[src/design/qspi_pkg.sv]
// Shared constants and types for the APB to quad-SPI PSRAM controller.
// Modules use scoped names in their port lists and a wildcard import inside.
package qspi_pkg;

  // Bus and shifter widths.
  localparam int ADDR_W = 24;  // Chip byte address.
  localparam int DATA_W = 32;  // APB data word.
  localparam int STRB_W = 4;   // One strobe bit per byte lane.
  localparam int CNT_W  = 6;   // Holds bit counts up to 32.

  // Lengths of the transaction phases.
  localparam int CMD_BITS   = 8;   // Command on one line.
  localparam int ADDR_BITS  = 24;  // Address on four lines.
  localparam int DUMMY_CLKS = 6;   // Read turnaround clocks.
  localparam int READ_BITS  = 32;  // A read always fetches a full word.

  // Command bytes understood by the PSRAM.
  typedef enum logic [7:0] {
    CMD_QUAD_WRITE = 8'h38,
    CMD_QUAD_READ  = 8'hEB
  } cmd_t;

  // Sequencer states, in the order a transaction walks through them.
  typedef enum logic [2:0] {
    IDLE,    // Waiting for a request.
    SELECT,  // Pull chip select low.
    CMD,     // Start the command byte.
    ADDR,    // Start the address.
    DUMMY,   // Start the dummy clocks, reads only.
    DATA,    // Start the data transfer.
    FINISH   // Release the chip and report.
  } state_t;

endpackage

[src/design/apb_port.sv]
// APB slave front end of the PSRAM controller.
// Captures one transfer, rejects illegal write strobes with pslverr and holds
// the request until the sequencer reports done.
`timescale 1ns/1ps

module apb_port (
  input  logic                         clk,
  input  logic                         resetn,
  input  logic                         psel,
  input  logic                         penable,
  input  logic                         pwrite,
  input  logic [qspi_pkg::ADDR_W-1:0]  paddr,
  input  logic [qspi_pkg::DATA_W-1:0]  pwdata,
  input  logic [qspi_pkg::STRB_W-1:0]  pstrb,
  output logic                         pready,
  output logic [qspi_pkg::DATA_W-1:0]  prdata,
  output logic                         pslverr,
  output logic                         req_valid,
  output logic                         req_write,
  output logic [qspi_pkg::ADDR_W-1:0]  req_addr,
  output logic [qspi_pkg::DATA_W-1:0]  req_wdata,
  output logic [qspi_pkg::STRB_W-1:0]  req_strb,
  input  logic                         done,
  input  logic [qspi_pkg::DATA_W-1:0]  rd_word
);

  logic strb_ok;
  logic legal;
  logic access;

  // Byte, aligned halfword or full word.
  always_comb begin
    case (pstrb)
      4'b0001, 4'b0010, 4'b0100, 4'b1000,
      4'b0011, 4'b1100, 4'b1111: strb_ok = 1'b1;
      default:                   strb_ok = 1'b0;
    endcase
  end

  assign legal  = !pwrite || strb_ok;  // Reads ignore the strobe.
  assign access = psel && penable && !req_valid && !pready;

  always_ff @(posedge clk) begin
    if (!resetn) begin
      req_valid <= 1'b0;
      pready    <= 1'b0;
      pslverr   <= 1'b0;
    end else begin
      pready  <= 1'b0;
      pslverr <= 1'b0;
      if (access && !legal) begin
        pready  <= 1'b1;  // Error response, no chip activity.
        pslverr <= 1'b1;
      end else if (access) begin
        req_valid <= 1'b1;
      end else if (done) begin
        req_valid <= 1'b0;
        pready    <= 1'b1;
      end
    end
  end

  always_ff @(posedge clk) begin
    if (access) begin
      req_write <= pwrite;
      req_addr  <= paddr;
      req_wdata <= pwdata;
      req_strb  <= pstrb;
    end
    if (done && !req_write) prdata <= rd_word;
  end

  // The access phase must always follow a setup phase of the same slave.
  a_penable_needs_psel: assert property (@(posedge clk) disable iff (!resetn)
    $rose(penable) |-> psel);

endmodule

[src/design/write_align.sv]
// Write strobe decoder for the PSRAM controller.
// Gives the byte offset within the word, the number of data bits to send and
// the write data moved to the top of the shift buffer, first byte in 31:24.
`timescale 1ns/1ps

module write_align (
  input  logic [qspi_pkg::STRB_W-1:0] req_strb,
  input  logic [qspi_pkg::DATA_W-1:0] req_wdata,
  output logic [1:0]                  byte_offset,
  output logic [qspi_pkg::CNT_W-1:0]  wr_bits,
  output logic [qspi_pkg::DATA_W-1:0] wr_buf
);

  import qspi_pkg::*;

  // Lane k sits at chip address word_base + 3 - k.
  always_comb begin
    byte_offset = 2'd0;
    wr_bits     = CNT_W'(DATA_W);
    wr_buf      = req_wdata;
    case (req_strb)
      4'b0001: begin
        byte_offset  = 2'd3;
        wr_bits      = CNT_W'(8);
        wr_buf[31:24] = req_wdata[7:0];
      end
      4'b0010: begin
        byte_offset  = 2'd2;
        wr_bits      = CNT_W'(8);
        wr_buf[31:24] = req_wdata[15:8];
      end
      4'b0100: begin
        byte_offset  = 2'd1;
        wr_bits      = CNT_W'(8);
        wr_buf[31:24] = req_wdata[23:16];
      end
      4'b1000: begin
        wr_bits = CNT_W'(8);  // Already in place.
      end
      4'b0011: begin
        byte_offset  = 2'd2;
        wr_bits      = CNT_W'(16);
        wr_buf[31:16] = req_wdata[15:0];
      end
      4'b1100: wr_bits = CNT_W'(16);  // Upper half already on top.
      default: ;  // Full word.
    endcase
  end

endmodule

[src/design/sio_shifter.sv]
// Serial shift engine for the quad-SPI bus.
// A load starts a burst of N bits on one or four lines; sclk runs at half the
// clk rate while bits remain and busy stays high until sclk is back low.
`timescale 1ns/1ps

module sio_shifter (
  input  logic                         clk,
  input  logic                         resetn,
  input  logic                         load,
  input  logic [qspi_pkg::DATA_W-1:0]  load_data,
  input  logic [qspi_pkg::CNT_W-1:0]   load_bits,
  input  logic                         load_quad,
  input  logic [3:0]                   load_oe,
  output logic                         busy,
  output logic [qspi_pkg::DATA_W-1:0]  shift_data,
  output logic                         sclk,
  output logic [3:0]                   sio_out,
  output logic [3:0]                   sio_oe,
  input  logic [3:0]                   sio_in
);

  import qspi_pkg::*;

  logic [DATA_W-1:0] shreg;
  logic [CNT_W-1:0]  cnt;
  logic              quad;
  logic              rise;
  logic              fall;

  assign rise       = !load && !sclk && (cnt != '0);
  assign fall       = !load && sclk;
  assign busy       = (cnt != '0) || sclk;
  assign shift_data = shreg;

  always_ff @(posedge clk) begin
    if (!resetn) begin
      cnt     <= '0;
      quad    <= 1'b0;
      sclk    <= 1'b0;
      sio_oe  <= 4'b0000;
      sio_out <= 4'b0000;
    end else if (load) begin
      cnt     <= load_bits;
      quad    <= load_quad;
      sio_oe  <= load_oe;
      sio_out <= load_quad ? load_data[DATA_W-1 -: 4] : {3'b000, load_data[DATA_W-1]};
    end else if (fall) begin
      sclk    <= 1'b0;
      sio_out <= quad ? shreg[DATA_W-1 -: 4] : {3'b000, shreg[DATA_W-1]};  // Next bits.
    end else if (rise) begin
      sclk <= 1'b1;
      cnt  <= quad ? cnt - CNT_W'(4) : cnt - CNT_W'(1);
    end
  end

  // Input sampled as sclk goes high.
  always_ff @(posedge clk) begin
    if (load) begin
      shreg <= load_data;
    end else if (rise) begin
      shreg <= quad ? {shreg[DATA_W-5:0], sio_in} : {shreg[DATA_W-2:0], sio_in[1]};
    end
  end

  // The sequencer must wait for the previous burst to end.
  a_no_load_while_busy: assert property (@(posedge clk) disable iff (!resetn)
    load |-> !busy);

endmodule

[src/design/qspi_ctrl.sv]
// Transaction sequencer for the quad-SPI PSRAM.
// Turns one request into select, command, address, optional dummy and data
// phases on the shifter, then releases the chip and pulses done.
`timescale 1ns/1ps

module qspi_ctrl (
  input  logic                         clk,
  input  logic                         resetn,
  input  logic                         req_valid,
  input  logic                         req_write,
  input  logic [qspi_pkg::ADDR_W-1:0]  req_addr,
  input  logic [1:0]                   byte_offset,
  input  logic [qspi_pkg::CNT_W-1:0]   wr_bits,
  input  logic [qspi_pkg::DATA_W-1:0]  wr_buf,
  output logic                         load,
  output logic [qspi_pkg::DATA_W-1:0]  load_data,
  output logic [qspi_pkg::CNT_W-1:0]   load_bits,
  output logic                         load_quad,
  output logic [3:0]                   load_oe,
  input  logic                         busy,
  input  logic [qspi_pkg::DATA_W-1:0]  shift_data,
  output logic                         cs_n,
  output logic                         done,
  output logic [qspi_pkg::DATA_W-1:0]  rd_word
);

  import qspi_pkg::*;

  state_t            state;
  state_t            state_d;
  cmd_t              cmd;
  logic [ADDR_W-1:0] addr;

  assign cmd     = req_write ? CMD_QUAD_WRITE : CMD_QUAD_READ;
  assign addr    = {req_addr[ADDR_W-1:2], req_write ? byte_offset : 2'b00};  // Reads fetch whole word.
  assign rd_word = shift_data;

  // Each phase loads the shifter once busy has dropped.
  always_comb begin
    state_d   = state;
    load      = 1'b0;
    load_data = '0;
    load_bits = '0;
    load_quad = 1'b0;
    load_oe   = 4'b0000;
    done      = 1'b0;
    case (state)
      IDLE: begin
        if (req_valid) state_d = SELECT;
      end
      SELECT: state_d = CMD;
      CMD: begin
        load      = 1'b1;
        load_data = {cmd, {(DATA_W - CMD_BITS){1'b0}}};
        load_bits = CNT_W'(CMD_BITS);
        load_oe   = 4'b0001;  // Command goes out on sio0 only.
        state_d   = ADDR;
      end
      ADDR: begin
        if (!busy) begin
          load      = 1'b1;
          load_data = {addr, {(DATA_W - ADDR_BITS){1'b0}}};
          load_bits = CNT_W'(ADDR_BITS);
          load_quad = 1'b1;
          load_oe   = 4'b1111;
          state_d   = req_write ? DATA : DUMMY;
        end
      end
      DUMMY: begin
        if (!busy) begin
          load      = 1'b1;
          load_bits = CNT_W'(DUMMY_CLKS);  // Lines released for turnaround.
          state_d   = DATA;
        end
      end
      DATA: begin
        if (!busy) begin
          load      = 1'b1;
          load_quad = 1'b1;
          if (req_write) begin
            load_data = wr_buf;
            load_bits = wr_bits;
            load_oe   = 4'b1111;
          end else begin
            load_bits = CNT_W'(READ_BITS);
          end
          state_d = FINISH;
        end
      end
      FINISH: begin
        if (!busy) begin
          done    = 1'b1;
          state_d = IDLE;
        end
      end
      default: state_d = IDLE;
    endcase
  end

  always_ff @(posedge clk) begin
    if (!resetn) begin
      state <= IDLE;
      cs_n  <= 1'b1;
    end else begin
      state <= state_d;
      if (state == SELECT) begin
        cs_n <= 1'b0;
      end else if (done) begin
        cs_n <= 1'b1;  // Last sclk already back low.
      end
    end
  end

  // The serial clock may only run while the chip is selected.
  a_no_sclk_deselected: assert property (@(posedge clk) disable iff (!resetn)
    cs_n |-> !busy);

endmodule

[src/design/qspi_psram_top.sv]
// Top level of the APB to quad-SPI PSRAM controller.
// Data pins are split into out, enable and in; the pad buffer sits outside.
`timescale 1ns/1ps

module qspi_psram_top (
  input  logic                         clk,
  input  logic                         resetn,
  input  logic                         psel,
  input  logic                         penable,
  input  logic                         pwrite,
  input  logic [qspi_pkg::ADDR_W-1:0]  paddr,
  input  logic [qspi_pkg::DATA_W-1:0]  pwdata,
  input  logic [qspi_pkg::STRB_W-1:0]  pstrb,
  output logic                         pready,
  output logic [qspi_pkg::DATA_W-1:0]  prdata,
  output logic                         pslverr,
  output logic                         cs_n,
  output logic                         sclk,
  output logic [3:0]                   sio_out,
  output logic [3:0]                   sio_oe,
  input  logic [3:0]                   sio_in
);

  import qspi_pkg::*;

  logic              req_valid;
  logic              req_write;
  logic [ADDR_W-1:0] req_addr;
  logic [DATA_W-1:0] req_wdata;
  logic [STRB_W-1:0] req_strb;
  logic              done;
  logic [DATA_W-1:0] rd_word;
  logic [1:0]        byte_offset;
  logic [CNT_W-1:0]  wr_bits;
  logic [DATA_W-1:0] wr_buf;
  logic              load;
  logic [DATA_W-1:0] load_data;
  logic [CNT_W-1:0]  load_bits;
  logic              load_quad;
  logic [3:0]        load_oe;
  logic              busy;
  logic [DATA_W-1:0] shift_data;

  apb_port u_apb_port (
    .clk       (clk),
    .resetn    (resetn),
    .psel      (psel),
    .penable   (penable),
    .pwrite    (pwrite),
    .paddr     (paddr),
    .pwdata    (pwdata),
    .pstrb     (pstrb),
    .pready    (pready),
    .prdata    (prdata),
    .pslverr   (pslverr),
    .req_valid (req_valid),
    .req_write (req_write),
    .req_addr  (req_addr),
    .req_wdata (req_wdata),
    .req_strb  (req_strb),
    .done      (done),
    .rd_word   (rd_word)
  );

  write_align u_write_align (
    .req_strb    (req_strb),
    .req_wdata   (req_wdata),
    .byte_offset (byte_offset),
    .wr_bits     (wr_bits),
    .wr_buf      (wr_buf)
  );

  sio_shifter u_sio_shifter (
    .clk        (clk),
    .resetn     (resetn),
    .load       (load),
    .load_data  (load_data),
    .load_bits  (load_bits),
    .load_quad  (load_quad),
    .load_oe    (load_oe),
    .busy       (busy),
    .shift_data (shift_data),
    .sclk       (sclk),
    .sio_out    (sio_out),
    .sio_oe     (sio_oe),
    .sio_in     (sio_in)
  );

  qspi_ctrl u_qspi_ctrl (
    .clk         (clk),
    .resetn      (resetn),
    .req_valid   (req_valid),
    .req_write   (req_write),
    .req_addr    (req_addr),
    .byte_offset (byte_offset),
    .wr_bits     (wr_bits),
    .wr_buf      (wr_buf),
    .load        (load),
    .load_data   (load_data),
    .load_bits   (load_bits),
    .load_quad   (load_quad),
    .load_oe     (load_oe),
    .busy        (busy),
    .shift_data  (shift_data),
    .cs_n        (cs_n),
    .done        (done),
    .rd_word     (rd_word)
  );

endmodule

[config.mk]
export PLATFORM = sky130hd
export DESIGN_NAME = qspi_psram_top
export DESIGN_NICKNAME = d
export VERILOG_FILES = /design/src/design/qspi_pkg.sv /design/src/design/apb_port.sv /design/src/design/write_align.sv /design/src/design/sio_shifter.sv /design/src/design/qspi_ctrl.sv /design/src/design/qspi_psram_top.sv
export SDC_FILE = /design/constraint.sdc
export NUM_CORES = 1
export LEC_CHECK = 0
export BUFFER_PORTS_ARGS = -buffer_cell sky130_fd_sc_hd__buf_2
export CAP_MARGIN = 20
export CORE_UTILIZATION = 55
export DETAILED_ROUTE_END_ITERATION = 8
export PLACE_DENSITY = 0.75
export SLEW_MARGIN = 10
export SYNTH_ARGS = -nofsm -noshare
export SYNTH_HDL_FRONTEND = slang
export SYNTH_SLANG_ARGS = --single-unit
[constraint.sdc]
create_clock -name clk -period 7.59 [get_ports clk]
set_input_delay 0.3795 -clock clk [delete_from_list [all_inputs] [get_ports clk]]
set_output_delay 0.3795 -clock clk [all_outputs]
set_load 0.05 [all_outputs]
==> results_dict.tcl <==
set metrics [dict create \
    synth_fp_nets 581 \
    min_path_type "in -> reg" \
    synth_top_family_by_area "compound AO/OA/AOI/OAI gates" \
    slew_headroom_pct 32.1 \
    synth_edf_count 123 \
    path_clk_slew_ns 0.06 \
    netlist_area_um2 6500 \
    startpoint_type "flop" \
    dr.pass1.iters 5 \
    num_rows 39 \
    ant_nets 0 \
    critical_path_class "reg -> reg" \
    die_y_um 111 \
    post-route-util_pct 67.3 \
    timing.fmax_ghz 0.344 \
    min_period_ns 2.91 \
    synth_cell_type_count 65 \
    yosysTopAreaCell "edfxtp_1" \
    drive_above_1_share_pct 26.9 \
    placed_cell_area_um2 7120 \
    grt_usage_pct 25.4 \
    grt_pass1_wl_um 23800 \
    status "finished clean" \
    portBuffers 110 \
    vias 4659 \
    grt_pass1_vias 4445 \
    synth_compound_area_share_pct 15.8 \
    setup_viol 0 \
    async_reset_ff_share_pct 0 \
    antenna_found_initial 0 \
    cts_root_buffer "clkbuf_16" \
    p_leak_nw 2.72 \
    dpl.hpwl_um 10500 \
    crit_required_ns 7.76 \
    area_delta_synth_final_pct 18.7 \
    wl_met3_um 1140 \
    die-area_um2 12300 \
    p_per_area_nw_per_um2 338 \
    fin_worst_skew_ns 0.00756 \
    yosysWarnings 0 \
    max_slew.worst_pin.slew_ns 1.02 \
    finalHoldViolations 0 \
    nets 681 \
    r2r_start "u_sio_shifter.cnt[0]" \
    hold_end "u_apb_port.req_wdata[0]" \
    r2r_setup_slack_ns 4.68 \
    hold_buffers 0 \
    core_um2 11500 \
    grt_max_degree 63 \
    end_kind "flop" \
    fp.dieW_um 111 \
    cts_buffers 17 \
    vdd_ir_drop_max_mv 0.148 \
    pin_count 113 \
    worstPathMaxFanout 37 \
    antenna_cells 0 \
    hold_ws_ns 0.127 \
    start_util_pct 56.7 \
    synth_fa_ha_area_share_pct 0.770 \
    drv_slew 0 \
    min_period_over_period_pct 38.3 \
    clk_latency_ns 0.42 \
    syn_area_per_cell_um2 12.8 \
    max_cap_violations 0 \
    wl_met1_um 6640 \
    hp-start "pwdata[0]" \
    drc 0 \
    synth_top_area_share_pct 56.8 \
    cts.sinks 144 \
    fin_tns_setup_ns 0 \
    place_congestion 0.900 \
    muxShareOfSynthArea_pct 6.33 \
    grt-ovfl-total 0 \
    wirelength_um 15300 \
    yosysSeqAreaShare_pct 63.3 \
    routed-wl-met2_um 7200 \
    wl_per_cell_um 20.0 \
    rr_worst_depth 8 \
    cts_tree "yes" \
    drt-vias-per-instance 6.10 \
    cts_setup_buffers 0 \
    r2r-end "u_sio_shifter.shift_data[26]" \
    ys.flop_type "edfxtp_1" \
    synth_area_leaders "edfxtp_1 57%, dfxtp_1 6.5%, mux2i_1 6.2%" \
    synth_cells 508 \
    cp_data_arrival_time_ns 3.08 \
    hold_path_depth 1 \
    synth-seq-cells 144 \
    synth-simple-area-share_pct 9.33 \
    design_area_um2 7720 \
    htree_levels 4 \
    cts_resized 0 \
    rsz0062_at_grt "false" \
    initialDrtViolationCount 450 \
    n_fill_cell 829 \
    synth_xor_area_share_pct 0.808 \
    cts.path.max_buffers 2 \
    top_layer "met4" \
]
## worst max path at each step
stage,startpoint,to,slack [ns],cells past startpoint
floorplan,u_apb_port.pready,u_apb_port.req_addr[10],0.50,1
global placement,u_qspi_ctrl.state[0],u_sio_shifter.shift_data[29],4.45,5
detailed placement,u_qspi_ctrl.state[2],u_sio_shifter.sio_out[1],4.42,5
CTS,u_qspi_ctrl.state[2],u_sio_shifter.sio_out[1],4.39,5
global route,u_sio_shifter.cnt[0],u_sio_shifter.shift_data[26],4.46,8
finish,u_sio_shifter.cnt[0],u_sio_shifter.shift_data[26],4.68,8
## cells in the mapped netlist, drive strengths merged, types with 6 or more instances
cell type and n:
a21oi 25, a22o 7, a22oi 18, buf 25
clkbuf 13, dfxtp 21, edfxtp 123, inv 9
mux2i 40, nand2 30, nor2 39, nor2b 6
nor3 10, o21ai 40, o22ai 14
## report_power, final
group | internal, mW | switching, mW
clock | 0.486 | 0.335
sequential | 1.09 | 0.141
combinational | 0.201 | 0.352
## cell usage in the layout (no fill, tap or decap), types with 3 or more instances in the layout
cell	count
inv_6	4
nand3b_1	3
nor4_1	3
nand2_1	30
nor3_1	9
a21o_1	5
a31oi_1	4
inv_1	9
o211ai_1	5
a21oi_1	25
o22ai_1	14
buf_4	8
dfxtp_1	20
a2bb2oi_1	5
nor2_1	38
clkinv_4	3
a22oi_1	18
o21ai_0	39
ha_1	4
xnor2_1	4
edfxtp_1	123
mux2i_1	40
a22o_1	7
a221oi_1	3
clkinvlp_4	4
a211oi_1	5
buf_2	110
nor2b_1	6
clkbuf_16	17
## stage by stage
stage	setup WS (ns)	instances	total power [mW]
after floorplan	0.501	508	1.62
after global placement	4.45	731	1.76
after detailed placement	4.42	731	1.79
after CTS	4.39	763	2.61
after global routing	4.46	764	2.71
final	4.68	764	2.61
## layout make-up
class / instances / area [um^2] / share of cell area [%]
clock inverter: 15 / 159 / 2.06
multi-input combinational: 317 / 2180 / 28.3
inverter: 9 / 33.8 / 0.438
tap: 143 / 179 / 2.32
clock buffer: 17 / 425 / 5.51
sequential: 144 / 4120 / 53.3
timing repair buffer: 119 / 626 / 8.11
## registers in the layout, indices dropped and copies added (netlist names)
register and flops:
u_apb_port.req_valid 1, u_apb_port.pready 1, u_sio_shifter.sio_out 4, u_apb_port.req_write 1
u_apb_port.req_strb 4, u_apb_port.prdata 32, u_sio_shifter.shift_data 32, u_sio_shifter.sio_oe 2
u_apb_port.req_wdata 32, u_sio_shifter.quad 1, u_qspi_ctrl.cs_n 1, u_sio_shifter.sclk 1
u_qspi_ctrl.state 3, u_apb_port.pslverr 1, u_apb_port.req_addr 22, u_sio_shifter.cnt 6
## layer usage
metal,vias to the layer above,global-route usage (%)
li1,2157,-
met1,2244,35.4
met2,225,39.7
met3,33,6.23
met4,0,7.56
met5,-,0
## worst max-delay path, cell delays in order (launching register included)
cell      delay [ns]
dfxtp_1         0.33
inv_1           0.12
ha_1            0.19
nor4bb_1        0.27
buf_4           0.22
nand2b_2        0.30
o21ai_4         0.81
nor2_1          0.12
a221o_1         0.29
## cells by family (layout without fill, tap and decap cells)
logic type,after synthesis,count (layout)
AO/OA/AOI/OAI,150,150
XOR/XNOR,6,6
adder cells (fa/ha/maj),4,4
buffers and inverters,47,160
flip-flops,144,144
multiplexers,41,41
AND/OR/NAND/NOR,116,116
Power figures use the tool's default switching activity.
